===== src/common/mem_defines.svh =====
`ifndef MEM_DEFINES_SVH
`define MEM_DEFINES_SVH

// 32-bit words in the RAM
`define MEM_WORDS 1024

// transmit queue entries, power of two
`define TXQ_DEPTH 16

// byte address of the transmit queue
// lies above the RAM so it never aliases a word
`define MMIO_TXQ_ADDR 32'h0000_F000

`endif


===== src/common/mem_bus_pkg.sv =====
package mem_bus_pkg;

    typedef logic [31:0] word_t;   // data word
    typedef logic [31:0] addr_t;   // byte address
    typedef logic [31:0] wmask_t;  // one bit per data bit

    // arbiter FSM
    typedef enum logic [1:0] {
        arb_idle,
        arb_wait_ready,            // command held until the bus is free
        arb_wait_read
    } arb_state_t;

    // misaligned access FSM in the controller
    typedef enum logic [1:0] {
        split_idle,
        split_second,              // upper word on the RAM bus
        split_merge                // upper word returns, halves merged
    } split_state_t;

endpackage


===== src/common/mmio_pkg.sv =====
`include "mem_defines.svh"

package mmio_pkg;

    localparam int TXQ_PTR_W = $clog2(`TXQ_DEPTH);

    typedef logic [7:0]           txq_byte_t;
    typedef logic [TXQ_PTR_W-1:0] txq_ptr_t;
    typedef logic [TXQ_PTR_W:0]   txq_count_t;  // holds 0 to TXQ_DEPTH

endpackage


===== src/mem_if/mem_access_ctrl.sv =====
`include "mem_defines.svh"

module mem_access_ctrl import mem_bus_pkg::*, mmio_pkg::*; (
    input  logic                          clk,
    input  logic                          arst_n,
    input  logic                          cmd_start,
    input  logic                          cmd_write,
    input  addr_t                         cmd_addr,
    input  word_t                         cmd_wdata,
    input  wmask_t                        cmd_wmask,
    output logic                          cmd_ready,
    output word_t                         rsp_data,
    output logic                          rsp_valid,
    output logic                          ram_cmd_start,
    output logic                          ram_cmd_write,
    output logic [$clog2(`MEM_WORDS)-1:0] ram_word_addr,
    output word_t                         ram_wdata,
    output wmask_t                        ram_wmask,
    input  word_t                         ram_rdata,
    input  logic                          ram_rsp_valid,
    output logic                          push,
    output txq_byte_t                     push_data,
    input  txq_count_t                    txq_count
);

    localparam int WAW = $clog2(`MEM_WORDS);

    split_state_t   state;
    logic           split_read;
    logic           mmio_rsp;     // queue count answers next cycle
    logic [1:0]     offset;
    logic [WAW-1:0] hi_addr;
    word_t          hi_wdata;
    wmask_t         hi_wmask;
    word_t          lo_rdata;
    logic           is_mmio;
    logic           misaligned;
    logic [63:0]    wdata_pair;   // {upper word, lower word}
    logic [63:0]    wmask_pair;
    logic [63:0]    rdata_pair;

    assign is_mmio    = (cmd_addr == `MMIO_TXQ_ADDR);
    assign misaligned = (cmd_addr[1:0] != 2'b00) && !is_mmio;
    assign wdata_pair = {32'd0, cmd_wdata} << {cmd_addr[1:0], 3'b000};
    assign wmask_pair = {32'd0, cmd_wmask} << {cmd_addr[1:0], 3'b000};
    assign rdata_pair = {ram_rdata, lo_rdata} >> {offset, 3'b000};   // little endian

    assign cmd_ready = (state == split_idle);
    assign push      = cmd_ready && cmd_start && cmd_write && is_mmio;
    assign push_data = cmd_wdata[7:0];
    assign rsp_valid = mmio_rsp || (ram_rsp_valid && state != split_second);
    assign rsp_data  = mmio_rsp ? word_t'(txq_count) :
                       (state == split_merge) ? rdata_pair[31:0] : ram_rdata;

    always_comb begin
        if (state == split_second) begin
            ram_cmd_start = 1'b1;
            ram_cmd_write = !split_read;
            ram_word_addr = hi_addr;
            ram_wdata     = hi_wdata;
            ram_wmask     = hi_wmask;
        end else begin
            ram_cmd_start = cmd_start && cmd_ready && !is_mmio;
            ram_cmd_write = cmd_write;
            ram_word_addr = cmd_addr[WAW+1:2];
            ram_wdata     = wdata_pair[31:0];
            ram_wmask     = wmask_pair[31:0];
        end
    end

    always_ff @(posedge clk) begin
        if (cmd_ready && cmd_start && misaligned) begin
            offset   <= cmd_addr[1:0];
            hi_addr  <= cmd_addr[WAW+1:2] + 1'b1;
            hi_wdata <= wdata_pair[63:32];
            hi_wmask <= wmask_pair[63:32];
        end
        if (state == split_second && split_read) lo_rdata <= ram_rdata;   // lower half
    end

    always_ff @(posedge clk or negedge arst_n) begin
        if (!arst_n) begin
            state      <= split_idle;
            split_read <= 1'b0;
            mmio_rsp   <= 1'b0;
        end else begin
            mmio_rsp <= cmd_ready && cmd_start && !cmd_write && is_mmio;
            case (state)
                split_idle: begin
                    if (cmd_start && misaligned) begin
                        state      <= split_second;
                        split_read <= !cmd_write;
                    end
                end
                split_second: state <= split_read ? split_merge : split_idle;
                default:      state <= split_idle;
            endcase
        end
    end

endmodule


===== config.mk =====
export PLATFORM = sky130hd
export DESIGN_NAME = mem_access_ctrl
export DESIGN_NICKNAME = d
export VERILOG_FILES = /design/src/common/mem_bus_pkg.sv /design/src/common/mmio_pkg.sv /design/src/mem_if/mem_access_ctrl.sv
export VERILOG_INCLUDE_DIRS = /design/src /design/src/common
export SDC_FILE = /design/constraint.sdc
export NUM_CORES = 1
export LEC_CHECK = 0
export BUFFER_PORTS_ARGS = -buffer_cell sky130_fd_sc_hd__buf_4
export CAP_MARGIN = 20
export CELL_PAD_IN_SITES_DETAIL_PLACEMENT = 2
export CELL_PAD_IN_SITES_GLOBAL_PLACEMENT = 2
export CORE_MARGIN = 2
export CORE_UTILIZATION = 32
export CTS_CLUSTER_SIZE = 10
export DETAILED_ROUTE_END_ITERATION = 8
export PLACE_DENSITY_LB_ADDON = 0.08
export SLEW_MARGIN = 10
export SYNTH_ARGS = -nofsm -noshare
export SYNTH_HDL_FRONTEND = slang
export SYNTH_SLANG_ARGS = --single-unit

===== constraint.sdc =====
create_clock -name clk -period 8.6 [get_ports clk]
set_input_delay 0.86 -clock clk [delete_from_list [all_inputs] [get_ports clk]]
set_output_delay 0.86 -clock clk [all_outputs]
set_load 0.005 [all_outputs]

; ---- Word-level counts from Yosys, hierarchy flattened
; Index checks and enable logic that the tools add are counted.
; W data, S select, Z words.
[classes]
addsub = 1
eq_ne = 5
shift = 3
mux = 10
reduce_logical = 18
[op_table]
columns = operator, count
row1 = $mux W32, 4
row2 = $shl A32 B5 Y64, 2
row3 = $shr A64 B5 Y32, 1
row4 = $eq A32 B16 Y1 const B, 1
row5 = $logic_and A1 B1 Y1, 11
row6 = $add A10 B1 Y10 const B, 1
row7 = $mux W10, 1
row8 = $mux W2, 2
row9 = $ne A2 B1 Y1 const B, 2
row10 = $pmux W2 S2, 1
row11 = $logic_not A1 Y1, 3
row12 = $eq A2 B1 Y1 const B, 1
row13 = $eq A2 B2 Y1 const B, 1
row14 = $logic_not A2 Y1, 1
row15 = $mux W1, 2
row16 = $reduce_and A2 Y1, 1
row17 = $reduce_bool A2 Y1, 1
row18 = $logic_or A1 B1 Y1, 1
[totals]
ff_bits = 112
in_bits = 138
output_inout_bits = 119
word_cells = 45

; ---- Logic depth before layout (Yosys ltp)
[logic_depth]
ltp_word = 6
mapped_depth = 6
depth_no_buf = 6

; ---- Worst setup path before layout
; No wires, ideal clock.
[synth_timing]
kind = input -> register
from = input port cmd_start
to = register hi_addr[0] (enable)
setup_ps = 432
t_arrival_ps = 2859
required_time_ps = 8168
setup_slack_ps = 5309
cell_stages = 2
path_buffers = 0
cell_sequence = or3b_1 > nor2_2
[synth_between]
elab_chain_cells = 2
[synth_lines]
columns = item, line_no
row1 = from (decl), mem_access_ctrl.sv:6  ; input logic cmd_start,
row2 = $logic_and A1 B1 Y1 (2 in series), mem_access_ctrl.sv:72  ; if (cmd_ready && cmd_start && misaligned) begin
row3 = to (signal assigned), mem_access_ctrl.sv:74  ; hi_addr <= cmd_addr[WAW+1:2] + 1'b1;
row4 = to (decl), mem_access_ctrl.sv:32  ; logic [WAW-1:0] hi_addr;
; No other way between the ends.
; A chain may end at the register's enable or synchronous reset.

; ---- Final worst setup path
[layout_timing]
from = input port cmd_addr[1]
to = output port ram_wdata[12]
[layout_between]
elab_chain_cells = 2
[layout_lines]
columns = item, line_no
row1 = from (decl), mem_access_ctrl.sv:8  ; input addr_t cmd_addr,
row2 = $shl A32 B5 Y64, mem_access_ctrl.sv:44  ; assign wdata_pair = {32'd0, cmd_wdata} << {cmd_addr[1:0], 3'b000};
row3 = $mux W32, mem_access_ctrl.sv:56  ; if (state == split_second) begin
row4 = to (decl), mem_access_ctrl.sv:17  ; output word_t ram_wdata,
; No other way between the ends.

==> results.cfg <==
[clock_tree]
cts_resized = 0
post_cts_buffers = 0
cts_buffer_depth = 2
h-tree-depth = 3
path_clk_slew_ns = 0.07
clk_latency_ns = 0.35
cts_num_sinks = 96
tritoncts = done
cts_made_buffers = 9
ctsHoldBuffers = 0
root_buffer = clkbuf_16

[power]
switchingPower_uw = 444
p_comb_share_pct = 30.8
sequentialPowerShare_pct = 37.3
peakVddDrop_mv = 0.102
p_int_uw = 1120
p_leak_uw = 0.00375
p_clk_share_pct = 31.9
powerDensity_mw_per_mm2 = 176
switching_share_pct = 28.4

[floorplanning]
die_h_um = 147
core_sq_mm = 0.0202
boundaryPins = 257
die_w_um = 147
row_count = 52
start_util_pct = 32.5
dieArea_sq_mm = 0.0216

[critical_path]
critPathMaxFanout = 87
path_depth = 5
crit_start = cmd_addr[1]
reg2reg_from = state[1]
crit_slowest_cell = nand2_1
critPathRequiredTime_ns = 7.74
path_common_cell = buf_4
worstReg2RegEnd = hi_wdata[11]
cp_top_family = buffers and inverters
critical_path.cell_chain = buf_4 -> inv_2 -> nand2_1 -> o21ai_0 -> buf_4
worst-path-buf-inv = 3
end_kind = output pin
reg2reg_depth = 3
slowest_delay_ns = 0.74
crit_path_start_kind = input port
arrival_ns = 3.24
ff2ff_setup_slack_ns = 6.20
critPathKind = in -> out
cp-endpoint = ram_wdata[12]

[logic_synthesis]
syn_avg_cell_area_sq_um = 10.6
synth_fp_nets = 757
synth_cell_types = 44
synthSimpleGateAreaFrac_pct = 17.7
synthMuxAreaShare_pct = 16.2
synthCells = 617
synth_largest_area_cell = edfxtp_1
async_flop_share_pct = 4.17
synth-compound-area-share_pct = 15.2
synth_most_common_cell = nand2_1
synth_ff_type = edfxtp_1
synth-edff-count = 92
synth_area_leaders = edfxtp_1 (42%), mux4_2 (11%), nand2_1 (6.9%)
synth_adder_area_share_pct = 0.382
synth_top_area_share_pct = 42.2
synth-xor-area-share_pct = 1.07
ys_ff_latch = 96
synth_top_cells_by_count = nand2_1 (121), edfxtp_1 (92), a21oi_1 (38), nor2_1 (36)
yosysSeqAreaShare_pct = 43.7
synth_area_sq_mm = 0.00655
ys_warn_count = 0
synth_top_family_by_area = simple AND/OR/NAND/NOR gates

[job]
maxCapViolations = 0

[routing]
dr.pass1.iters = 5
routedWlPerCell_um = 21.2
wirelength_um = 23400
drc = 0
vias = 5959
ant_nets = 0
first_iter_violations = 292
viasPerCell = 5.39

[layout]
final_cells = 1106
final_layout_size_suffix_gt1_share_pct = 40.4
stdcell_area_sq_mm = 0.00890
area_growth_pct = 35.8
diodes = 0
layout.nets = 971

[placed_design]
dp_slack_ns = 4.47
dp.cells = 1090
post-dp-hpwl_um = 16600
place_area_sq_mm = 0.00854
port-buffer-count = 256
gp_congestion = 0.832

[sta]
setup_viol = 0
maxSlewHeadroom_pct = 28.0
worst_slew_pin_slew_ns = 1.08
fin_crit_ns = 4.10
fin_skew_ns = 0.00596
timing.final.crit_share_pct = 47.6
maxSlewViolCount = 0
rsz0062_at_grt = false
fin_tns_setup_ns = 0
whs_ns = 0.289
finalWorstSetupSlack_ns = 4.50
hold_violations = 0
clock.fmax_mhz = 244

[status]
outcome = complete, no violations

[grt]
grt_pass1_wl_um = 36500
grt_max_degree = 88
grt_use_total_pct = 21.4
grt_pass1_vias = 6392
antenna_found_initial = 0
globalRouteOverflowTotal = 0

[hold_path]
worstHoldPathType = in -> async
-- layout by cell type (no fill, tap or decap), drive strengths merged, types with 17 or more instances in the layout --
cell and count:
nand2 121, o21ai 20, nor2 38, a21oi 38
mux4 32, edfxtp 92, a22o 32, and3 17
buf 266, nor2b 24, and2 18
-- sequential cells by signal, summed over array words and instances, names as in the netlist --
register / flops
hi_wdata: 24
hi_addr: 10
split_read: 1
lo_rdata: 32
hi_wmask: 24
state: 2
mmio_rsp: 1
offset: 2
-- metrics by stage --
| stage | total power, uW | util (%) |
|---|---|---|
| after detailed placement | 1080 | 42.3 |
| after global routing | 1640 | 44.1 |
| after CTS | 1580 | 44.1 |
| final | 1560 | 44.1 |
| after global placement | 1060 | 42.3 |
| after floorplan | 830 | - |
-- power by group through the flow --
| stage | clock (uW) | sequential (uW) | combinational (uW) |
|---|---|---|---|
| 3_3_place_gp | 0 | 590 | 474 |
| 2_1_floorplan | 0 | 587 | 243 |
| 6_report | 499 | 583 | 482 |
| 4_1_cts | 511 | 584 | 490 |
| 5_1_grt | 522 | 588 | 526 |
| 3_5_place_dp | 0 | 593 | 488 |
-- metal layers --
metal	vias to the layer above	GRT usage, %	part of all wire, %
li1	2740	-	-
met1	3009	27.3	43
met2	176	36.9	50
met3	34	3.88	4.9
met4	0	6.97	2.4
met5	-	0	0
-- worst register-to-register path, delay by kind of cell (launching register included) --
kind,cells,cell delay (ns)
flip-flops,1,0.46
buffers and inverters,1,0.63
AND/OR/NAND/NOR,2,0.91
-- layout make-up --
cell class	instances	area [sq um]
repair buffers	266	2000
fillers	2173	11300
clock buffers	9	225
clock inverters	7	134
flip-flops and latches	96	2860
inverters	3	11.3
well taps	270	338
multi-input cells	455	3330
-- logic make-up after synthesis --
| family | count (synthesis) |
|---|---|
| buffers and inverters | 66 |
| flip-flops | 96 |
| XOR/XNOR | 8 |
| AND/OR/NAND/NOR | 242 |
| adder cells (fa/ha/maj) | 2 |
| AO/OA/AOI/OAI | 139 |
| multiplexers | 64 |
-- worst min path at each step --
stage / startpoint / endpoint / depth (start not counted)
6_report: arst_n / mmio_rsp / 1
5_1_grt: arst_n / split_read / 1
4_1_cts: arst_n / mmio_rsp / 1
3_5_place_dp: split_read / state[1] / 1
3_3_place_gp: split_read / state[1] / 1
2_1_floorplan: split_read / state[1] / 1
(Power assumes the default switching activity.)
