### src/common/mem_bus_pkg.sv
package mem_bus_pkg;

    typedef logic [31:0] word_t;   // data word
    typedef logic [31:0] addr_t;   // byte address
    typedef logic [31:0] wmask_t;  // one bit per data bit

    // arbiter FSM
    typedef enum logic [1:0] {
        arb_idle,
        arb_wait_ready,            // command held until the bus is free
        arb_wait_read
    } arb_state_t;

    // misaligned access FSM in the controller
    typedef enum logic [1:0] {
        split_idle,
        split_second,              // upper word on the RAM bus
        split_merge                // upper word returns, halves merged
    } split_state_t;

endpackage

### src/mem_if/mem_arbiter.sv
module mem_arbiter import mem_bus_pkg::*; (
    input  logic   clk,
    input  logic   arst_n,
    input  logic   halt,
    input  logic   inst_start,
    input  addr_t  i_addr,
    output logic   inst_ready,
    output word_t  inst,
    output logic   inst_valid,
    input  logic   d_cmd_start,
    input  logic   d_cmd_write,
    input  addr_t  d_addr,
    input  word_t  wdata,
    input  wmask_t wmask,
    output logic   d_cmd_ready,
    output word_t  rdata,
    output logic   rdata_valid,
    output logic   cmd_start,
    output logic   cmd_write,
    output addr_t  cmd_addr,
    output word_t  cmd_wdata,
    output wmask_t cmd_wmask,
    input  logic   cmd_ready,
    input  word_t  rsp_data,
    input  logic   rsp_valid
);

    arb_state_t state;
    logic       cmd_is_inst;   // held or outstanding command is the fetch
    logic       save_d_start;  // data command not issued yet
    logic       save_d_write;
    addr_t      save_i_addr;
    addr_t      save_d_addr;
    word_t      save_wdata;
    wmask_t     save_wmask;
    word_t      last_inst;
    word_t      last_rdata;

    // split writes keep the controller busy one more cycle
    function automatic arb_state_t after_write(input addr_t addr);
        return (addr[1:0] != 2'b00) ? arb_wait_ready : arb_idle;
    endfunction

    assign inst_ready  = (state == arb_idle);
    assign d_cmd_ready = (state == arb_idle);
    assign inst_valid  = (state == arb_wait_read) && rsp_valid && cmd_is_inst;
    assign rdata_valid = (state == arb_wait_read) && rsp_valid && !cmd_is_inst;
    assign inst        = inst_valid ? rsp_data : last_inst;   // hold between pulses
    assign rdata       = rdata_valid ? rsp_data : last_rdata;

    // halt only blocks issue, accepted commands wait in arb_wait_ready
    always_comb begin
        cmd_start = 1'b0;
        cmd_write = 1'b0;
        cmd_addr  = save_d_addr;
        cmd_wdata = save_wdata;
        cmd_wmask = save_wmask;
        case (state)
            arb_idle: begin
                cmd_start = !halt && cmd_ready && (inst_start || d_cmd_start);
                cmd_write = !inst_start && d_cmd_write;   // fetch goes first
                cmd_addr  = inst_start ? i_addr : d_addr;
                cmd_wdata = wdata;
                cmd_wmask = wmask;
            end
            arb_wait_ready: begin
                cmd_start = !halt && cmd_ready && (cmd_is_inst || save_d_start);
                cmd_write = !cmd_is_inst && save_d_write;
                cmd_addr  = cmd_is_inst ? save_i_addr : save_d_addr;
            end
            arb_wait_read: begin
                // saved data command follows the fetch response directly
                cmd_start = !halt && cmd_ready && rsp_valid && cmd_is_inst && save_d_start;
                cmd_write = save_d_write;
            end
            default: ;
        endcase
    end

    always_ff @(posedge clk) begin
        if (state == arb_idle) begin
            save_i_addr  <= i_addr;
            save_d_write <= d_cmd_write;
            save_d_addr  <= d_addr;
            save_wdata   <= wdata;
            save_wmask   <= wmask;
        end
    end

    always_ff @(posedge clk or negedge arst_n) begin
        if (!arst_n) begin
            state        <= arb_idle;
            cmd_is_inst  <= 1'b0;
            save_d_start <= 1'b0;
            last_inst    <= '1;
            last_rdata   <= '1;
        end else begin
            case (state)
                arb_idle: begin
                    if (inst_start) begin
                        cmd_is_inst  <= 1'b1;
                        save_d_start <= d_cmd_start;
                        state        <= cmd_start ? arb_wait_read : arb_wait_ready;
                    end else if (d_cmd_start) begin
                        cmd_is_inst  <= 1'b0;
                        save_d_start <= !cmd_start;
                        if (!cmd_start) begin
                            state <= arb_wait_ready;
                        end else begin
                            state <= d_cmd_write ? after_write(d_addr) : arb_wait_read;
                        end
                    end
                end
                arb_wait_ready: begin
                    if (cmd_is_inst) begin
                        if (cmd_start) state <= arb_wait_read;
                    end else if (save_d_start) begin
                        if (cmd_start) begin
                            save_d_start <= 1'b0;
                            state <= save_d_write ? after_write(save_d_addr) : arb_wait_read;
                        end
                    end else begin
                        state <= arb_idle;   // upper half of a split write goes out now
                    end
                end
                arb_wait_read: begin
                    if (rsp_valid && cmd_is_inst) begin
                        last_inst   <= rsp_data;
                        cmd_is_inst <= 1'b0;
                        if (!save_d_start) begin
                            state <= arb_idle;
                        end else if (!cmd_start) begin
                            state <= arb_wait_ready;
                        end else begin
                            save_d_start <= 1'b0;
                            state <= save_d_write ? after_write(save_d_addr) : arb_wait_read;
                        end
                    end else if (rsp_valid) begin
                        last_rdata <= rsp_data;
                        state      <= arb_idle;
                    end
                end
                default: state <= arb_idle;
            endcase
        end
    end

endmodule

### config.mk
export PLATFORM = sky130hd
export DESIGN_NAME = mem_arbiter
export DESIGN_NICKNAME = d
export VERILOG_FILES = /design/src/common/mem_bus_pkg.sv /design/src/mem_if/mem_arbiter.sv
export SDC_FILE = /design/constraint.sdc
export NUM_CORES = 1
export LEC_CHECK = 0
export BUFFER_PORTS_ARGS = -buffer_cell sky130_fd_sc_hd__buf_2
export CAP_MARGIN = 20
export CELL_PAD_IN_SITES_DETAIL_PLACEMENT = 1
export CELL_PAD_IN_SITES_GLOBAL_PLACEMENT = 2
export CORE_UTILIZATION = 33
export CTS_BUF_LIST = sky130_fd_sc_hd__clkbuf_4
export DETAILED_ROUTE_END_ITERATION = 8
export GPL_TIMING_DRIVEN = 0
export PLACE_DENSITY = 0.87
export SLEW_MARGIN = 5
export SYNTH_ARGS = -nofsm -noshare
export SYNTH_HDL_FRONTEND = slang
export SYNTH_SLANG_ARGS = --single-unit
### constraint.sdc
create_clock -name clk -period 9.6 [get_ports clk]
set_clock_uncertainty 0.2 [all_clocks]
set_input_delay 1.44 -clock clk [delete_from_list [all_inputs] [get_ports clk]]
set_output_delay 1.44 -clock clk [all_outputs]
set_load 0.01 [all_outputs]
======== Word level (Yosys, flattened, before mapping) ========
Cells that the tools add are included.
operators by class
  equal/unequal tests ..................... 8
  multiplexer cells ....................... 37
  bitwise gates (word level) .............. 1
  reduce and logical (&&, ||, !) cells .... 28
operators by type and width
  kind                  number
  $mux W32              6
  $pmux W32 S2          1
  $mux W2               14
  $logic_and A1 B1 Y1   12
  $mux W1               11
  $ne A3 B3 Y1 const B  3
  $pmux W1 S3           3
  $reduce_and A4 Y1     2
  $pmux W2 S3           1
  $reduce_and A3 Y1     2
  $reduce_bool A2 Y1    3
  $logic_not A1 Y1      4
  $ne A3 B2 Y1 const B  1
  $reduce_bool A3 Y1    1
  $eq A2 B1 Y1 const B  1
  $eq A2 B2 Y1 const B  1
  $logic_not A2 Y1      1
  $logic_or A1 B1 Y1    2
  $ne A2 B1 Y1 const B  1
  $ne A2 B2 Y1 const B  1
  $pmux W1 S2           1
  $reduce_and A2 Y1     1
  $not A1 Y1            1
word-level totals
  flip-flop bits (word level) ............. 197
  input bits .............................. 168
  output and inout port bits .............. 166

======== Depth between registers and ports, before layout ========
  depth in word-level cells ............... 10
  gate-level depth with buffers ........... 9

======== Worst setup path after synthesis ========
OpenSTA, ideal clock, no wires.
  path kind ............................... reg-to-output
  from .................................... register state[0]
  to ...................................... output cmd_wdata[0]
  data arrival time ....................... 3.465 ns
  data required time ...................... 7.960 ns
  slack ................................... 4.495 ns
  cell stages (with the launch flop) ...... 7
  cell sequence ........................... dfrtp_1 -> inv_1 -> ha_1 -> buf_2 -> clkbuf_1 -> buf_2 -> mux2_2
on the way
  longest elaborated chain between the ends .. 2
RTL lines
  item                      RTL line            source
  start: declaration        mem_arbiter.sv:28   arb_state_t state;
  start signal: assignment  mem_arbiter.sv:92   state <= arb_idle;
  start signal: assignment  mem_arbiter.sv:103  state <= cmd_start ? arb_wait_read : arb_wait_ready;
  start signal: assignment  mem_arbiter.sv:108  state <= arb_wait_ready;
  $logic_not A2 Y1          --
  via d_cmd_ready           mem_arbiter.sv:15   output logic d_cmd_ready,
  $mux W32                  mem_arbiter.sv:58   case (state)
  end: declaration          mem_arbiter.sv:21   output word_t cmd_wdata,
The timed path passes the listed nets, and every way through them passes these cells.

======== Final worst setup path ========
  from .................................... register state[0]
  to ...................................... output cmd_addr[29]
on the way
  longest elaborated chain between the ends .. 2
RTL lines
  item                                                     RTL line           source
  $eq A2 B1 Y1 / $logic_not A2 Y1 (equally long branches)  mem_arbiter.sv:58
  $pmux W32 S2 *                                           mem_arbiter.sv:58
  end: declaration                                         mem_arbiter.sv:20  output addr_t cmd_addr,
Every way passes the cells marked *; elsewhere a longest branch is shown, timed or not.

==> run summary <==
status = complete, no violations
Mapped Cells = 773
Main synth FF type = edfxtp_1
grt total ovfl = 0
DR vias/cell = 4.690
syn avg cell area = 10.97 sq um
CP Launch Type = register
Post-Synth XOR/XNOR Area = 0
Rel. slew slack = 0.6184
kind of critical path = reg2out
final worst slack = 4.635 ns
Yosys Warn Count = 0
Post-Place Setup Slack = 5.012 ns
Row Count = 58
clock insertion delay at the later pin of the skew report = 0.59 ns
reg-to-reg slack, setup = 6.73 ns
ranking of synthesized cells by area = edfxtp_1 23%, dfstp_2 20%, mux2_2 17%
CP max stage cell = dfrtp_1
min-delay src = last_inst[1]
first-pass GRT wire length = 38.98 mm
Synth Cell Area = 8482 sq um
number of max-cap violations = 0
Die Area = 26,350 sq um
ratio of cells with drive above 1 in the final layout = 0.5105
Synth Area in Adders = 0.007376
clk sinks = 197
final hold vios = 0
Post-Route WL = 25.13 mm
VDD IR max = 0.1484 mV
Clock power frac = 0.127
Post-CTS Setup Inserts = 0
Tmin final = 4.965 ns
crit-path max FO = 68
Buf/Inv on CP = 6
Clk pin slew, worst setup/hold paths = 0.16 ns
DIE WIDTH = 162.3 microns
P_sw = 1.509 mW
maximum clock insertion buffer count = 2
vias in the first global route = 7,412
RSZ-0062 raised after global routing = no
simple-gate portion of the synthesized area = 0.1571
WL/cell = 17.05 microns
Post-DP HPWL = 19.09 mm
Hold EP = last_inst[1]
FF+latch count, synth = 197
GRT Total Usage = 0.1922
mux cell area share after synthesis = 0.1711
Power per Cell Area = 345.8 nW/um^2
Area growth syn-to-layout = 29.09%
combinational share of power = 0.488
initial core utilization = 0.3368
top post-synthesis cells by count = 327 x nand2_1, 128 x mux2_2, 65 x edfxtp_1
sequential area share after synthesis = 0.5912
placed inst area = 10,630 sq um
largest family of logic cells by synthesized area = multiplexers
router iterations before antenna repair = 4
# port buffers = 333
switching part of the total power = 0.3986
worst r2r path cells = 7
ys async rst share = 0.3452
final instance area = 10,950 sq um
Hold WS = 0.2847 ns
CTS tree = done
hold crit path type = reg2reg
fin crit share = 0.5171
worst r2r src = state[0]
TritonCTS buffer count = 17
Slew Viols, Final = 0
Max stage delay on crit path = 0.47 ns
CTS root buf = clkbuf_4
core footprint = 25,180 sq um
number of synthesized flops with an enable pin = 65
initial antenna violation count = 5
WP data required = 7.96 ns
Seq pwr share = 0.384
CP Cell Sequence = inv_1, ha_4, buf_16, buf_2, clkbuf_1, nor2_1, clkbuf_1, nand2_1, nand2_1, buf_2
1st-iter DRT viols = 303
aggregate negative setup slack = 0 ns
largest delay contributor family on the critical path = buffers and inverters
Hold Crit Depth = 2
Max Freq = 201.4 MHz
Reg-to-Reg End = save_wdata[28]
via count = 6,913
layout net count = 1,300
largest net degree at the start of global routing = 69
DRC = 0
H-tree levels = 4
cell accounting for the most synthesized area = edfxtp_1
CP endpoint kind = output port
Synth Area in Compound Gates = 0.04897
Die Height = 162.3 microns
GPL Wtd Cong = 0.7921
most common cell in the synthesized netlist = nand2_1
Unique masters post-synth = 40
Least-Margin Pin Slew = 0.5725 ns
Worst Path Arrival = 3.32 ns
Final ANT Viol Nets = 0
share of the synthesized area in the top cell type = 0.2301
cts-stage hold buffer count = 0
leakage dissipation = 5.371 nW
internal power = 2.277 mW
Final setup viols = 0
Synth Net Count = 946
# resized after CTS = 0
Top Ports = 334
-- metal layers --
metal | track usage | up-vias | share of wire
li1 | - | 3329 | -
met1 | 0.2258 | 3339 | 0.41
met2 | 0.3372 | 220 | 0.50
met3 | 0.05950 | 21 | 0.074
met4 | 0.05017 | 4 | 0.012
met5 | 0 | - | 0.00092
-- cells by family (layout without fill, tap and decap cells) --
kind of cell / Yosys count / count (layout)
other: 0 / 4
AO/OA/AOI/OAI: 54 / 54
AND/OR/NAND/NOR: 342 / 342
flip-flops: 197 / 197
multiplexers: 129 / 129
buffers and inverters: 46 / 413
adder cells (fa/ha/maj): 5 / 5
-- tightest hold or removal path: stages, from the launching register on --
cell     delay, ns
dfstp_2       0.39
nand2_1       0.06
nand2_1       0.05
-- final cells by class --
type                    count  area, sq um
repair buffers            335         1724
fillers                  2936        14230
plain buffers              41        183.9
well taps                 330        412.9
flip-flops and latches    197         5015
clock inverters            15        180.2
multi-input cells         530         3274
diodes                      4        10.01
clock buffers              17        127.6
inverters                   5        21.27
-- metrics by stage --
step                      std cells  utilization  total power, mW
after floorplan                 773            -            2.598
after global placement         1436       0.4194            3.291
after detailed placement       1438       0.4222            3.364
after CTS                      1470       0.4344            3.853
after global routing           1473       0.4347            4.063
final                          1474       0.4348            3.786
-- worst max-delay path by stage --
stage                         start            to  slack [ns]  cells past startpoint
final                      state[0]  cmd_addr[29]        4.64                     10
after floorplan            state[0]  cmd_wdata[0]        4.49                      6
after global placement     state[0]  cmd_addr[29]        3.12                      9
after detailed placement  rsp_valid     rdata[13]        5.01                      7
after global routing       state[0]  cmd_addr[29]        4.24                     10
after CTS                  state[1]  cmd_addr[29]        4.43                     10
-- placed cells by master (no fill, tap or decap), types with 3 or more instances in the layout --
cell type	Yosys	layout
buf_2	15	347
nand2_1	327	327
mux2_2	128	128
edfxtp_1	65	65
dfstp_2	64	64
dfxtp_1	64	64
a22oi_1	33	33
clkbuf_1	20	20
clkbuf_4	0	17
inv_6	0	5
diode_2	0	4
buf_1	4	4
inv_1	4	4
ha_1	5	4
inv_8	0	4
dfrtp_1	4	4
nor2_1	3	3
o21ai_0	3	3
o31ai_1	3	3
clkinv_8	0	3
-- registers in the layout (all words and copies together), names as in the netlist --
signal,count
save_wdata,32
save_d_addr,32
save_d_start,1
save_d_write,1
cmd_is_inst,1
last_inst,32
state,2
save_i_addr,32
save_wmask,32
last_rdata,32
-- power groups by stage --
stage                     registers [mW]  logic [mW]  clock network, mW
final                               1.45        1.85              0.483
after global routing                1.50        2.04              0.529
after CTS                           1.46        1.89              0.504
after detailed placement            1.48        1.88                  0
after global placement              1.47        1.82                  0
after floorplan                     1.45        1.15                  0
No activity file was read; power rests on OpenSTA's default activity.
