===== config.mk =====
export PLATFORM = sky130hd
export DESIGN_NAME = tx_queue
export DESIGN_NICKNAME = d
export VERILOG_FILES = /design/src/common/mmio_pkg.sv /design/src/tx_queue.sv
export VERILOG_INCLUDE_DIRS = /design/src /design/src/common
export SDC_FILE = /design/constraint.sdc
export NUM_CORES = 1
export LEC_CHECK = 0
export BUFFER_PORTS_ARGS = -buffer_cell sky130_fd_sc_hd__buf_2
export CAP_MARGIN = 0
export CORE_ASPECT_RATIO = 0.5
export CORE_UTILIZATION = 39
export DETAILED_ROUTE_END_ITERATION = 6
export SYNTH_ARGS = -nofsm -noshare
export SYNTH_HDL_FRONTEND = slang
export SYNTH_SLANG_ARGS = --single-unit

===== constraint.sdc =====
create_clock -name clk -period 3.6 [get_ports clk]
set_input_delay 0.36 -clock clk [delete_from_list [all_inputs] [get_ports clk]]
set_output_delay 0.36 -clock clk [all_outputs]
set_load 0.05 [all_outputs]

===== src/common/mem_defines.svh =====
`ifndef MEM_DEFINES_SVH
`define MEM_DEFINES_SVH

// 32-bit words in the RAM
`define MEM_WORDS 1024

// transmit queue entries, power of two
`define TXQ_DEPTH 16

// byte address of the transmit queue
// lies above the RAM so it never aliases a word
`define MMIO_TXQ_ADDR 32'h0000_F000

`endif


===== src/common/mmio_pkg.sv =====
`include "mem_defines.svh"

package mmio_pkg;

    localparam int TXQ_PTR_W = $clog2(`TXQ_DEPTH);

    typedef logic [7:0]           txq_byte_t;
    typedef logic [TXQ_PTR_W-1:0] txq_ptr_t;
    typedef logic [TXQ_PTR_W:0]   txq_count_t;  // holds 0 to TXQ_DEPTH

endpackage


===== src/tx_queue.sv =====
`include "mem_defines.svh"

module tx_queue import mmio_pkg::*; (
    input  logic       clk,
    input  logic       arst_n,
    input  logic       push,
    input  txq_byte_t  push_data,
    input  logic       txq_pop,
    output txq_byte_t  txq_data,
    output logic       txq_empty,
    output txq_count_t txq_count
);

    txq_byte_t fifo_mem [`TXQ_DEPTH];
    txq_ptr_t  head;   // oldest entry
    txq_ptr_t  tail;   // next free slot
    logic      do_push;
    logic      do_pop;

    assign txq_empty = (txq_count == '0);
    assign txq_data  = fifo_mem[head];
    assign do_push   = push && (txq_count != txq_count_t'(`TXQ_DEPTH));   // full drops
    assign do_pop    = txq_pop && !txq_empty;

    always_ff @(posedge clk) begin
        if (do_push) fifo_mem[tail] <= push_data;
    end

    always_ff @(posedge clk or negedge arst_n) begin
        if (!arst_n) begin
            head      <= '0;
            tail      <= '0;
            txq_count <= '0;
        end else begin
            if (do_push) tail <= tail + 1'b1;   // wraps at depth
            if (do_pop)  head <= head + 1'b1;
            if (do_push && !do_pop) txq_count <= txq_count + 1'b1;
            else if (do_pop && !do_push) txq_count <= txq_count - 1'b1;
        end
    end

endmodule


---- Word-level counts from Yosys, hierarchy flattened ----
Memories as Yosys holds them, arrays and structs flattened.
Cells that the tools add are included.
word-level totals
  bits of input ports ..................... 12
  output and inout bits ................... 14
  RAM bits ................................ 128
  word-level logic and storage cells ...... 22
  memories ................................ 1
  register bits ........................... 13
memory list
  memory    depth  width  read ports  clocked after Yosys merged registers in  write ports  line            RTL
  fifo_mem  16     8      1           0                                        1            tx_queue.sv:14  txq_byte_t fifo_mem [`TXQ_DEPTH];
operators by class
  reduce and logical (&&, ||, !) cells .... 9
  $add $sub $neg .......................... 4
  equality and inequality tests ........... 1
  muxes and demuxes ....................... 4
operator list
  operator             number
  $mux 5               2
  $add 4x1->4 const B  2
  $add 5x1->5 const B  1
  $logic_not 5->1      1
  $ne 5x5->1 const B   1
  $sub 5x1->5 const B  1
  $logic_and 1x1->1    4
  $logic_not 1->1      3
  $mux 1               2
  $reduce_bool 2->1    1

---- Depth between registers and ports, before layout ----
Gate-level depths: netlist of run 1.
  word-level depth ........................ 6
  depth in mapped cells ................... 11
  gate-level depth less buffers ........... 11

---- Least setup slack after synthesis of run 1 ----
OpenSTA, ideal clock, no wires.
  kind .................................... register -> register
  from .................................... reg txq_count[1]
  to ...................................... reg txq_count[4]
  slack ................................... 0.033 ns
  setup time .............................. 0.142 ns
  cell stages (with the launch flop) ...... 12
  period minus slack after synthesis ...... 3.567 ns
  path buffers ............................ 0
  data required time ...................... 3.458 ns
  arrival time ............................ 3.425 ns
  cell sequence ........................... dfrtp_1 > or4_4 > nor2_1 > nor2b_1 > inv_1 > ha_1 > inv_1 > ha_1 > a21o_1 > a21oi_1 > mux2i_1 > xnor2_1
between the ends
  longest elaborated chain between the ends .. 6
  elaborated cells on any way between the ends .. 14
  those cells by class .................... add/sub: 2; eq/ne: 1; mux: 2; reduce/logical: 9
ends and longest elaborated chain
  what                                                line            RTL
  from (decl)                                         tx_queue.sv:11  output txq_count_t txq_count
  from (signal assigned)                              tx_queue.sv:37  if (do_push && !do_pop) txq_count <= txq_count + 1'b1;
  from (signal assigned)                              tx_queue.sv:38  else if (do_pop && !do_push) txq_count <= txq_count - 1'b1;
  $logic_not 5->1 (*)                                 tx_queue.sv:20  assign txq_empty = (txq_count == '0);
  via txq_empty                                       tx_queue.sv:10  output logic txq_empty,
  $logic_not 1->1 (*)                                 tx_queue.sv:23  assign do_pop = txq_pop && !txq_empty;
  $logic_and 1x1->1 (*)                               tx_queue.sv:23
  $logic_not 1->1                                     tx_queue.sv:37
  $logic_and 1x1->1                                   tx_queue.sv:37
  $mux 5 / $reduce_bool 2->1 (equally long branches)  -
The timed path passes the listed nets; every way through them passes the cells marked *. The select of a mux whose other input is x is not followed.
A chain may end at the register's enable or synchronous reset.

---- Final worst setup path of run 1 ----
  from .................................... reg head[1]
  to ...................................... out txq_data[4]
between the ends
  longest elaborated chain between the ends .. 1
ends and longest elaborated chain
  what                    line            RTL
  from (decl)             tx_queue.sv:15  txq_ptr_t head;
  from (signal assigned)  tx_queue.sv:36  if (do_pop) head <= head + 1'b1;
  $mem_v2 16x8            -
  to (decl)               tx_queue.sv:9   output txq_byte_t txq_data,
No other way between the ends.

==> impl.org, run 1 <==
** Power
- Relative contribution of the clock network to total power :: 28.7%
- Design Power :: ~6 mW
- Internal Dissipation :: about 3.8 mW
- Combinational logic burns between 30% and 40% of the power.
- Max VDD drop :: between 0.4 and 0.5 mV
- Power spread over the standard cell area amounts to 900 nW/um^2.
- Static power due to leakage :: approximately 2.3 nW
- In this run, flip-flops and latches consume a little over a third of the power.
- The analysis attributes to net switching a power of ~2.2 mW.
- Switching part of the total :: a little over a third

** Logic synthesis
- During synthesis, Yosys emitted a total of 0 warnings.
- Cell type contributing the most total cell area after synthesis :: sky130_fd_sc_hd__edfxtp_1
- Synthesis handed over a netlist of 333 instances.
- Top area cells in the synthesized netlist :: sky130_fd_sc_hd__edfxtp_1 (67%), sky130_fd_sc_hd__mux4_2 (6.3%), sky130_fd_sc_hd__dfrtp_1 (5.7%)
- Number of flops mapped to enable cells by yosys :: 128
- The number of nets handed over by synthesis was roughly 360.
- Of all flip-flops after synthesis, the portion carrying an async set or reset was under 10%.
- Area of the mapped netlist :: ~5700 sq um
- Primary FF master, synth :: sky130_fd_sc_hd__edfxtp_1
- Area share of the largest cell type after synthesis :: between 60% and 70%
- Commonest cells in the netlist :: sky130_fd_sc_hd__edfxtp_1 (128), sky130_fd_sc_hd__mux2i_1 (25), sky130_fd_sc_hd__nand2_1 (21), sky130_fd_sc_hd__o21ai_0 (20), sky130_fd_sc_hd__mux4_2 (16)
- Yosys reg bits :: 141
- Cell with the most instances after synthesis :: sky130_fd_sc_hd__edfxtp_1
- Sequential elements use about 73% of the synthesized area.
- A synthesized cell averages about 17 sq um.
- Count of different cell masters after synthesis :: 32

** Setup path
- The worst register-to-register path begins at txq_count[1].
- The critical path in this run is classified as flip-flop to primary output.
- Critical path endpoint category :: primary output
- Arrival @ worst endpoint :: 2.84 ns
- Critical Path Source :: head[1]
- Critical path cell sequence :: buf_4, nor2b_1, a221oi_1, o21ai_0, nand2_1, buf_2
- Startpoint types :: flip-flop
- Counting both buffers and inverters, the worst setup path holds a total of 2.
- Slowest CP cell :: sky130_fd_sc_hd__nor2b_1
- STA puts the critical path data required time at ~3.2 ns.
- Maximum fanout encountered on the critical timing path :: 16
- Grouping stages by cell kind, the critical path spends the most delay in simple AND/OR/NAND/NOR gates.
- For this run, the slowest stage of the critical path takes between 0.9 and 1 ns.

** Floorplan
- Height of the die :: ~88 um
- The die is around 170 um wide.
- Initial standard-cell utilization of the core :: 41.1%
- Area of the die :: around 15,000 sq um
- Number of standard-cell rows in the floorplan :: 30
- In this run the standard cell core region covers between 10,000 and 15,000 sq um.
- During I/O placement, the number of pins put on the boundary was 26.

** Timing
- Slew Limit Headroom :: 14.9%
- Minimum clock period :: ~3.2 ns
- Tcrit/Tclk final :: between 80% and 90%
- Setup repair after global routing left no endpoint under its margin.
- Post-route setup slack :: between 0.3 and 0.4 ns
- Worst-case clock skew :: approximately 0.0079 ns
- Setup violations remaining at the end of the flow were counted as 0.
- Setup total negative slack :: 0 ns
- Static timing analysis puts the maximum clock frequency at approximately 0.31 GHz.
- The final hold violation count was 0.
- The total count of max-transition violations in the final report came to 0.
- At the pin with the least slew margin, the transition time is 1.27 ns.

** Layout
- Registers take around 4200 sq um.
- Fillcell total :: around 1.2k
- In the final layout, the share of cells above drive strength 1 is 23.3%.
- Relative area change from synthesis to final layout :: 16.3%
- The multi-input combinational cells in the finished layout cover a total of 1450 sq um.
- In the final design database the tool counted roughly 390 nets.
- The repair_antennas step left the layout with diodes totalling 0.

** Place
- Half-perimeter wire length of the detailed placement result :: 7870 um
- Routability-driven placement finished with a final weighted congestion of ~0.8.
- Timing analysis after detailed placement gives a worst setup slack of between 0.7 and 0.8 ns.
- During placement, the flow inserted port buffers numbering 25.

** Drt
- In the final routed layout, each cell accounts on average for ~21 um.
- The detailed router placed 3,120 vias in this run.
- ANT nets after route :: 0
- # DRC :: 0
- The final layout contains routed wiring with a total length of 12,200 um.
- The pre-antenna-repair detailed-routing pass consisted of 5 iterations.
- Detailed Route Iter0 Violations :: 340
- Dividing the detail-routed via count by the number of cells gives around 5.4.

** Clock network
- The longest clock path from root to sink contains 2 buffers.
- CTS tree :: done
- Clock input transition at the sequential cells of the worst setup and hold paths :: around 0.06 ns
- Setup repair bufs after CTS :: 0
- For the worst-skew pair, the clock arrives at the later sink with an insertion delay of between 0.4 and 0.5 ns.
- Clock buffer count from CTS :: 17
- Counting every sink on the clock net gives between 100 and 150.
- CTS placed an instance of sky130_fd_sc_hd__clkbuf_16 at the clock tree root.
- The clock tree synthesis step divided the H-tree into 4 levels.

** Min path
- Worst min-delay path startpoint :: push_data[2]
- The tightest min-delay check is of the primary input to flip-flop type.

** GRT
- The number of global-route vias before repair came to roughly 3.2k.
- Wire length of the first global-routing pass :: around 19,000 um
- Overall routing resource usage :: between 15 and 20%
- Initial antenna violation count :: 0
- GRT Residual Overflow :: 0
- Entering global routing, the biggest net connects 49 pins.

** Run status
- Outcome :: finished clean

** Flow run
- Max Cap Viol :: 0
[stage by stage]
step           cells  util (%)  hold slack (ns)  instance area (sq um)
2_1_floorplan    333         -           0.0644                   5750
3_3_place_gp     541      43.6            0.264                   6090
3_5_place_dp     541      43.6            0.273                   6090
4_1_cts          574      47.8            0.335                   6680
5_1_grt          574      47.8            0.346                   6680
6_report         574      47.8            0.345                   6680
[cell usage in the layout, fill, tap and decap left out, types with 4 or more instances in the layout]
cell / count
sky130_fd_sc_hd__mux2i_1: 25
sky130_fd_sc_hd__clkinv_1: 4
sky130_fd_sc_hd__a221oi_1: 8
sky130_fd_sc_hd__nor2_1: 15
sky130_fd_sc_hd__mux4_2: 16
sky130_fd_sc_hd__nand2_1: 21
sky130_fd_sc_hd__a22oi_1: 8
sky130_fd_sc_hd__ha_1: 9
sky130_fd_sc_hd__mux2_2: 8
sky130_fd_sc_hd__o21ai_0: 20
sky130_fd_sc_hd__buf_2: 25
sky130_fd_sc_hd__dfrtp_1: 12
sky130_fd_sc_hd__edfxtp_1: 128
sky130_fd_sc_hd__xnor2_1: 8
sky130_fd_sc_hd__buf_4: 7
sky130_fd_sc_hd__clkbuf_16: 17
sky130_fd_sc_hd__inv_1: 8
sky130_fd_sc_hd__a21oi_1: 10
sky130_fd_sc_hd__nor3_1: 4
[path summary, 6_finish.rpt]
check / end / slack [ns] / depth (start not counted)
hold / removal: fifo_mem[14][2] / 0.34 / 1
setup reg to reg: txq_count[4] / 0.73 / 9
hold reg to reg: txq_count[4] / 0.53 / 1
max in group asynchronous: head[0] / 2.98 / 2
setup / recovery: txq_data[4] / 0.40 / 6
min in group asynchronous: tail[1] / 0.37 / 2
[area by class of cell]
class                      count  area share [%]
multi-input combinational    167            21.7
tap                          192            3.60
clock inverter                14            2.27
timing repair buffer          34            3.11
clock buffer                  18            6.42
inverter                       8           0.450
sequential                   141            62.4
[routing by layer]
layer | up-vias | GRT usage [%] | share of wire [%]
met3 | 16 | 4.04 | 5.3
met2 | 108 | 28.0 | 48
met1 | 1628 | 22.8 | 46
met5 | - | 0 | 0
met4 | 0 | 7.26 | 1.2
li1 | 1368 | - | -
[registers in the layout, summed over array words and instances (netlist names)]
name and flops:
fifo_mem 128, txq_count 5, head 4, tail 4
[cell families after synthesis]
family                     Yosys count  share of synthesized area (%)
AOI/OAI and AO/OA                   49                           5.29
xor gates and xnor gates            10                           1.52
adders and majority gates           10                           2.31
buffers and inverters               25                           2.18
DFF                                141                           72.6
muxes                               49                           12.2
and+or+nand+nor                     49                           3.94
[what timing repair did]
action | in CTS | in global routing
gates resized for setup | 0 | 0
endpoints found under the hold margin | 13 | 0
hold buffers | 1 | 0
[power groups by stage]
stage | registers [mW] | logic, mW | clock network (mW)
after floorplan | 2.22 | 1.54 | 0
after global placement | 2.19 | 2.06 | 0
after detailed placement | 2.21 | 2.10 | 0
after CTS | 2.18 | 2.12 | 1.73
after global routing | 2.20 | 2.27 | 1.81
final | 2.18 | 2.11 | 1.72
Note: power is estimated with default switching activity, not from simulation.
==> run 2, diff against run 1 <==
--- a/config.mk
+++ b/config.mk
@@ -6,6 +6,7 @@
 export SDC_FILE = /design/constraint.sdc
 export NUM_CORES = 1
 export LEC_CHECK = 0
+export ABC_AREA = 1
 export BUFFER_PORTS_ARGS = -buffer_cell sky130_fd_sc_hd__buf_2
 export CAP_MARGIN = 0
 export CORE_ASPECT_RATIO = 0.5
==> constraint.sdc (replaced) <==
create_clock -name clk -period 3.8 [get_ports clk]
set_input_delay 0.38 -clock clk [delete_from_list [all_inputs] [get_ports clk]]
set_output_delay 0.38 -clock clk [all_outputs]
set_load 0.05 [all_outputs]
==> run 2 against run 1 <==
Total power down 3.0%. First-iteration DRC count down 16%. Synthesized cell count up 86%. Critical path depth up 2. Worst hold slack worse by 0.096 ns. Largest power group is now combinational cells. Global-route usage up 0.98 points. Cell area up 6.4%.
==> impl.org, run 2 <==
** Setup path
- Among the stages of the critical path, the cell type that occurs most often is sky130_fd_sc_hd__nand2_1.
- Reg-to-reg endpoint :: txq_count[4]
- The number of buffer and inverter stages on the critical path came to 2 (unchanged).
- STA classifies the critical path endpoint as a primary output.
- The critical path required time was 3.42 ns (+0.18 ns).
- The critical path goes through nand2_1, inv_2, nand2_1, nor2_1, nor2_1, nand2_1, nand2_1, buf_2.
- The maximum fanout count along the critical path came to 17 (+1).
- Slack of the worst reg-to-reg path :: 1.33 ns (+0.60 ns)
- Critical Path Source :: head[1]
- Critical path start-end classification :: flip-flop to primary output
- Worst Reg2Reg Path Length in Cells :: 11 (+2)
- The data arrival time of the critical path came to 2.44 ns (-0.40 ns).
- Grouping stages by cell kind, the critical path spends the most delay in flip-flops.
- Path length in cells of the critical path :: 8 (+2)
- The startpoint identified for the worst register-to-register timing path is txq_count[1].
- Startpoint types :: flip-flop
- Peak per-stage delay on the critical path :: 0.81 ns (-0.17 ns)
- Slowest CP cell :: sky130_fd_sc_hd__dfrtp_1
- Worst setup endpoint :: txq_data[1]

** Logic synthesis
- Area share of the largest cell type after synthesis :: 61.5% (-5.4 points)
- The per-instance average area after synthesis came to 10.1 sq um (-42%).
- The count of flip-flops with a built-in enable after synthesis is 128 (unchanged).
- Cell type contributing the most total cell area after synthesis :: sky130_fd_sc_hd__edfxtp_1
- Simple logic cell fraction of the synthesized area :: 23.6% (+20 points)
- The number of warnings issued by yosys was 0 (unchanged).
- After synthesis, the largest family of logic cells by area is simple AND/OR/NAND/NOR gates.
- The synthesized netlist net count is 643 (+81%).
- Among all flip-flop cells after synthesis, the most frequent one is sky130_fd_sc_hd__edfxtp_1.
- Async set or reset register ratio after synthesis :: 9.22% (unchanged)
- The sequential fraction of the synthesis area was 66.7% (-5.8 points).
- Count of different cell masters after synthesis :: 21 (-34%)
- The mapped cell area is 6250 sq um (+8.8%).
- Yosys reg bits :: 141 (unchanged)
- Cell count after synthesis :: 621 (+86%)
- Xor and xnor fraction of the mapped netlist area :: 0.841% (-0.68 points)
- Top area cells in the synthesized netlist :: sky130_fd_sc_hd__edfxtp_1 (62%), sky130_fd_sc_hd__nand2_1 (14%), sky130_fd_sc_hd__dfrtp_1 (5.2%)
- Cell with the most instances after synthesis :: sky130_fd_sc_hd__nand2_1
- The synthesized-area fraction occupied by adder cells was 2.12% (-0.19 points).
- The share of the synthesized area in compound gates (AO/OA/AOI/OAI) is 0.481% (-4.8 points).
- Multiplexer share of the synthesized area :: 0% (-12 points)
- In the synthesized netlist, the cells that appear most often are sky130_fd_sc_hd__nand2_1 (240), sky130_fd_sc_hd__edfxtp_1 (128), sky130_fd_sc_hd__nor2_1 (67), sky130_fd_sc_hd__inv_1 (62), sky130_fd_sc_hd__nand3_1 (56).

** Floorplan
- The effective utilization at floorplan is 40.2% (-0.92 points).
- Number of ports placed on the die boundary :: 26 (unchanged)
- Area of the die :: 16,600 sq um (+8.6%)
- Die W :: 181 um (+4.2%)
- Number of standard-cell rows in the floorplan :: 32 (+6.7%)
- Core outline area :: 15,500 sq um (+11%)
- Height of the die :: 91.5 um (+4.2%)

** Timing
- Subtracting the final worst setup slack from the clock period gives between 2 and 3 ns.
- The worst hold margin came to 0.249 ns (-0.0957 ns).
- Slew at the pin closest to its max-slew limit :: 0.926 ns (-0.348 ns)
- Final setup violation count :: 0 (unchanged)
- Slew Limit Headroom :: 38.0% (+23 points)
- Of the available clock period, the critical path in the final layout requires between 70% and 80%.
- Number of hold violations in the final report :: 0 (unchanged)
- Setup total negative slack :: 0 ns (unchanged)
- The maximum clock skew at final layout came to 0.00783 ns (-0.0000446 ns).
- Setup repair after global routing missed its margin :: false
- Final-report max-slew violation count :: 0 (unchanged)
- Max Fclk :: 0.354 GHz

** GRT
- Pin count of the biggest net entering global routing :: 83 (+69%)
- Vias in the first global route :: 3,961 (+25%)
- Overall routing resource usage :: 18.2% (+0.98 points)
- GRT Residual Overflow :: 0 (unchanged)
- Wire length of the first global-routing pass :: 22,400 um (+20%)
- The initial antenna violation count is 0 (unchanged).

** Min path
- The tightest min-delay check is of the primary input to flip-flop type.

** Drt
- Average wire per standard cell :: 16.2 um (-24%)
- The total routed wirelength came to 14,000 um (+14%).
- Detailed-route vias per instance :: 4.79 (-12%)
- # DRC :: 0 (unchanged)
- The detailed-route via count is 4,140 (+33%).
- The DRC marker count from the first detailed-route iteration is 287 (-16%).
- The detailed-routing iteration count for the pre-antenna-repair pass is 5 (unchanged).
- The post-detailed-route count of antenna-violating nets came to 0 (unchanged).

** Layout
- Layout Nets :: 670 (+71%)
- Multi-input combinational cell area :: 1690 sq um (+17%)
- Sequential cell area :: 4170 sq um (unchanged)
- Fillcell total :: 1,450 (+22%)
- The number of flip-flops in the largest register is 128 (unchanged).
- Counting flops per register, the top entry is fifo_mem.
- The design area is 7110 sq um (+6.4%).
- From synthesis to final layout, the design area changed by 13.8%.
- Most common cell after layout, fill and taps aside :: sky130_fd_sc_hd__nand2_1
- Largest registers :: fifo_mem (128), txq_count (5)
- The fraction of final layout cells sized beyond drive strength 1 was 10.1% (-13 points).
- Commonest cells after routing, fill and taps aside :: sky130_fd_sc_hd__nand2_1 (240), sky130_fd_sc_hd__edfxtp_1 (128), sky130_fd_sc_hd__nor2_1 (67)
- Antenna Cells :: 0 (unchanged)

** Clock network
- Insertion delay of the later-clocked pin in the worst-skew pair :: 0.42 ns (about the same)
- The cell sitting at the root of the clock tree is a sky130_fd_sc_hd__clkbuf_16.
- The H-tree depth is 4 (unchanged).
- TritonCTS built the clock tree.
- The number of hold buffers added after CTS was 1 (unchanged).
- Number of clock sinks :: 141 (unchanged)
- The deepest clock path buffer count was 2 (unchanged).
- The total CTS buffers was 17 (unchanged).
- The post-CTS setup-driven buffer insertion count was 0 (unchanged).
- The number of gates given a new drive strength after cts was 0 (unchanged).
- Clock input transition at the sequential cells of the worst setup and hold paths :: 0.06 ns (about the same)

** Place
- The final HPWL from detailed placement is 8670 um (+10%).
- The post-detailed-placement cell area came to 6530 sq um (+7.2%).
- Weighted congestion at the end of routability-driven global placement :: 0.777 (-5.6%)
- The count of port buffers added during placement is 25 (unchanged).

** Power
- Sequential group share of total power :: 34.9% (-1.3 points)
- Power per unit of standard cell area :: 820 nW/um^2 (-8.9%)
- The clock power share is 27.5% (-1.2 points).
- The cell internal power dissipation is 3.42 mW (-10%).
- The worst-case vdd ir drop was 0.471 mV (+2.1%).
- Switching component of the power :: 2.41 mW (+9.5%)
- The share of total power consumed by net switching came to 41.4% (+4.7 points).
- The fraction of power consumed by combinational cells is 37.6% (+2.5 points).
- Static power due to leakage :: 3.02 nW (+29%)

** Flow run
- Max Cap Viol :: 0 (unchanged)

** Run status
- Outcome :: finished clean
run 2: metal layers:
metal | GRT usage, % | routed length (um) | vias to the layer above
met5 | 0 | 0 | -
met4 | 4.59 | 110 | 0
met3 | 4.45 | 745 | 9
met2 | 28.3 | 6350 | 116
met1 | 25.6 | 6780 | 1955
li1 | - | - | 2060
run 2: final cells by class:
cell class | count | area share [%]
Clock buffer | 18 | 6.04
Clock inverter | 14 | 2.04
Inverter | 69 | 3.64
Multi-Input combinational cell | 390 | 23.8
Sequential cell | 141 | 58.7
Tap cell | 204 | 3.59
Timing Repair Buffer | 29 | 2.22
run 2: how the worst min path moves through the flow:
stage              endpoint  cells after the start  startpoint
2_1_floorplan       head[0]                      0      arst_n
3_3_place_gp   txq_count[0]                      1      arst_n
3_5_place_dp        tail[1]                      1      arst_n
4_1_cts             head[3]                      3     txq_pop
5_1_grt             head[3]                      3     txq_pop
6_report            head[3]                      3     txq_pop
run 2: worst min-delay path: stages:
cell and delay, ns:
sky130_fd_sc_hd__buf_2 0.11, sky130_fd_sc_hd__nand3_1 0.08, sky130_fd_sc_hd__nand2_1 0.06
run 2: kinds of logic (layout without fill, tap and decap cells):
group,count (synthesis),count (layout)
buf+inv,90,130
fa+ha+maj,10,10
compound gates,6,6
xor+xnor,6,6
flops,141,141
simple gates,368,368
run 2: metrics by stage:
stage | power [mW] | worst slack (ns) | std cells | util (%)
3_3_place_gp | 4.25 | 1.38 | 832 | 42.0
6_report | 5.83 | 0.975 | 865 | 45.8
4_1_cts | 5.87 | 0.985 | 865 | 45.8
3_5_place_dp | 4.27 | 1.36 | 832 | 42.0
5_1_grt | 6.21 | 0.815 | 865 | 45.8
2_1_floorplan | 3.72 | 1.47 | 621 | -
run 2: power groups by stage:
stage               Sequential (mW)  Clock [mW]  Combinational [mW]
floorplan                      2.09           0                1.62
global placement               2.06           0                2.19
detailed placement             2.07           0                2.20
CTS                            2.04        1.63                2.21
global route                   2.06        1.70                2.45
finish                         2.04        1.61                2.19
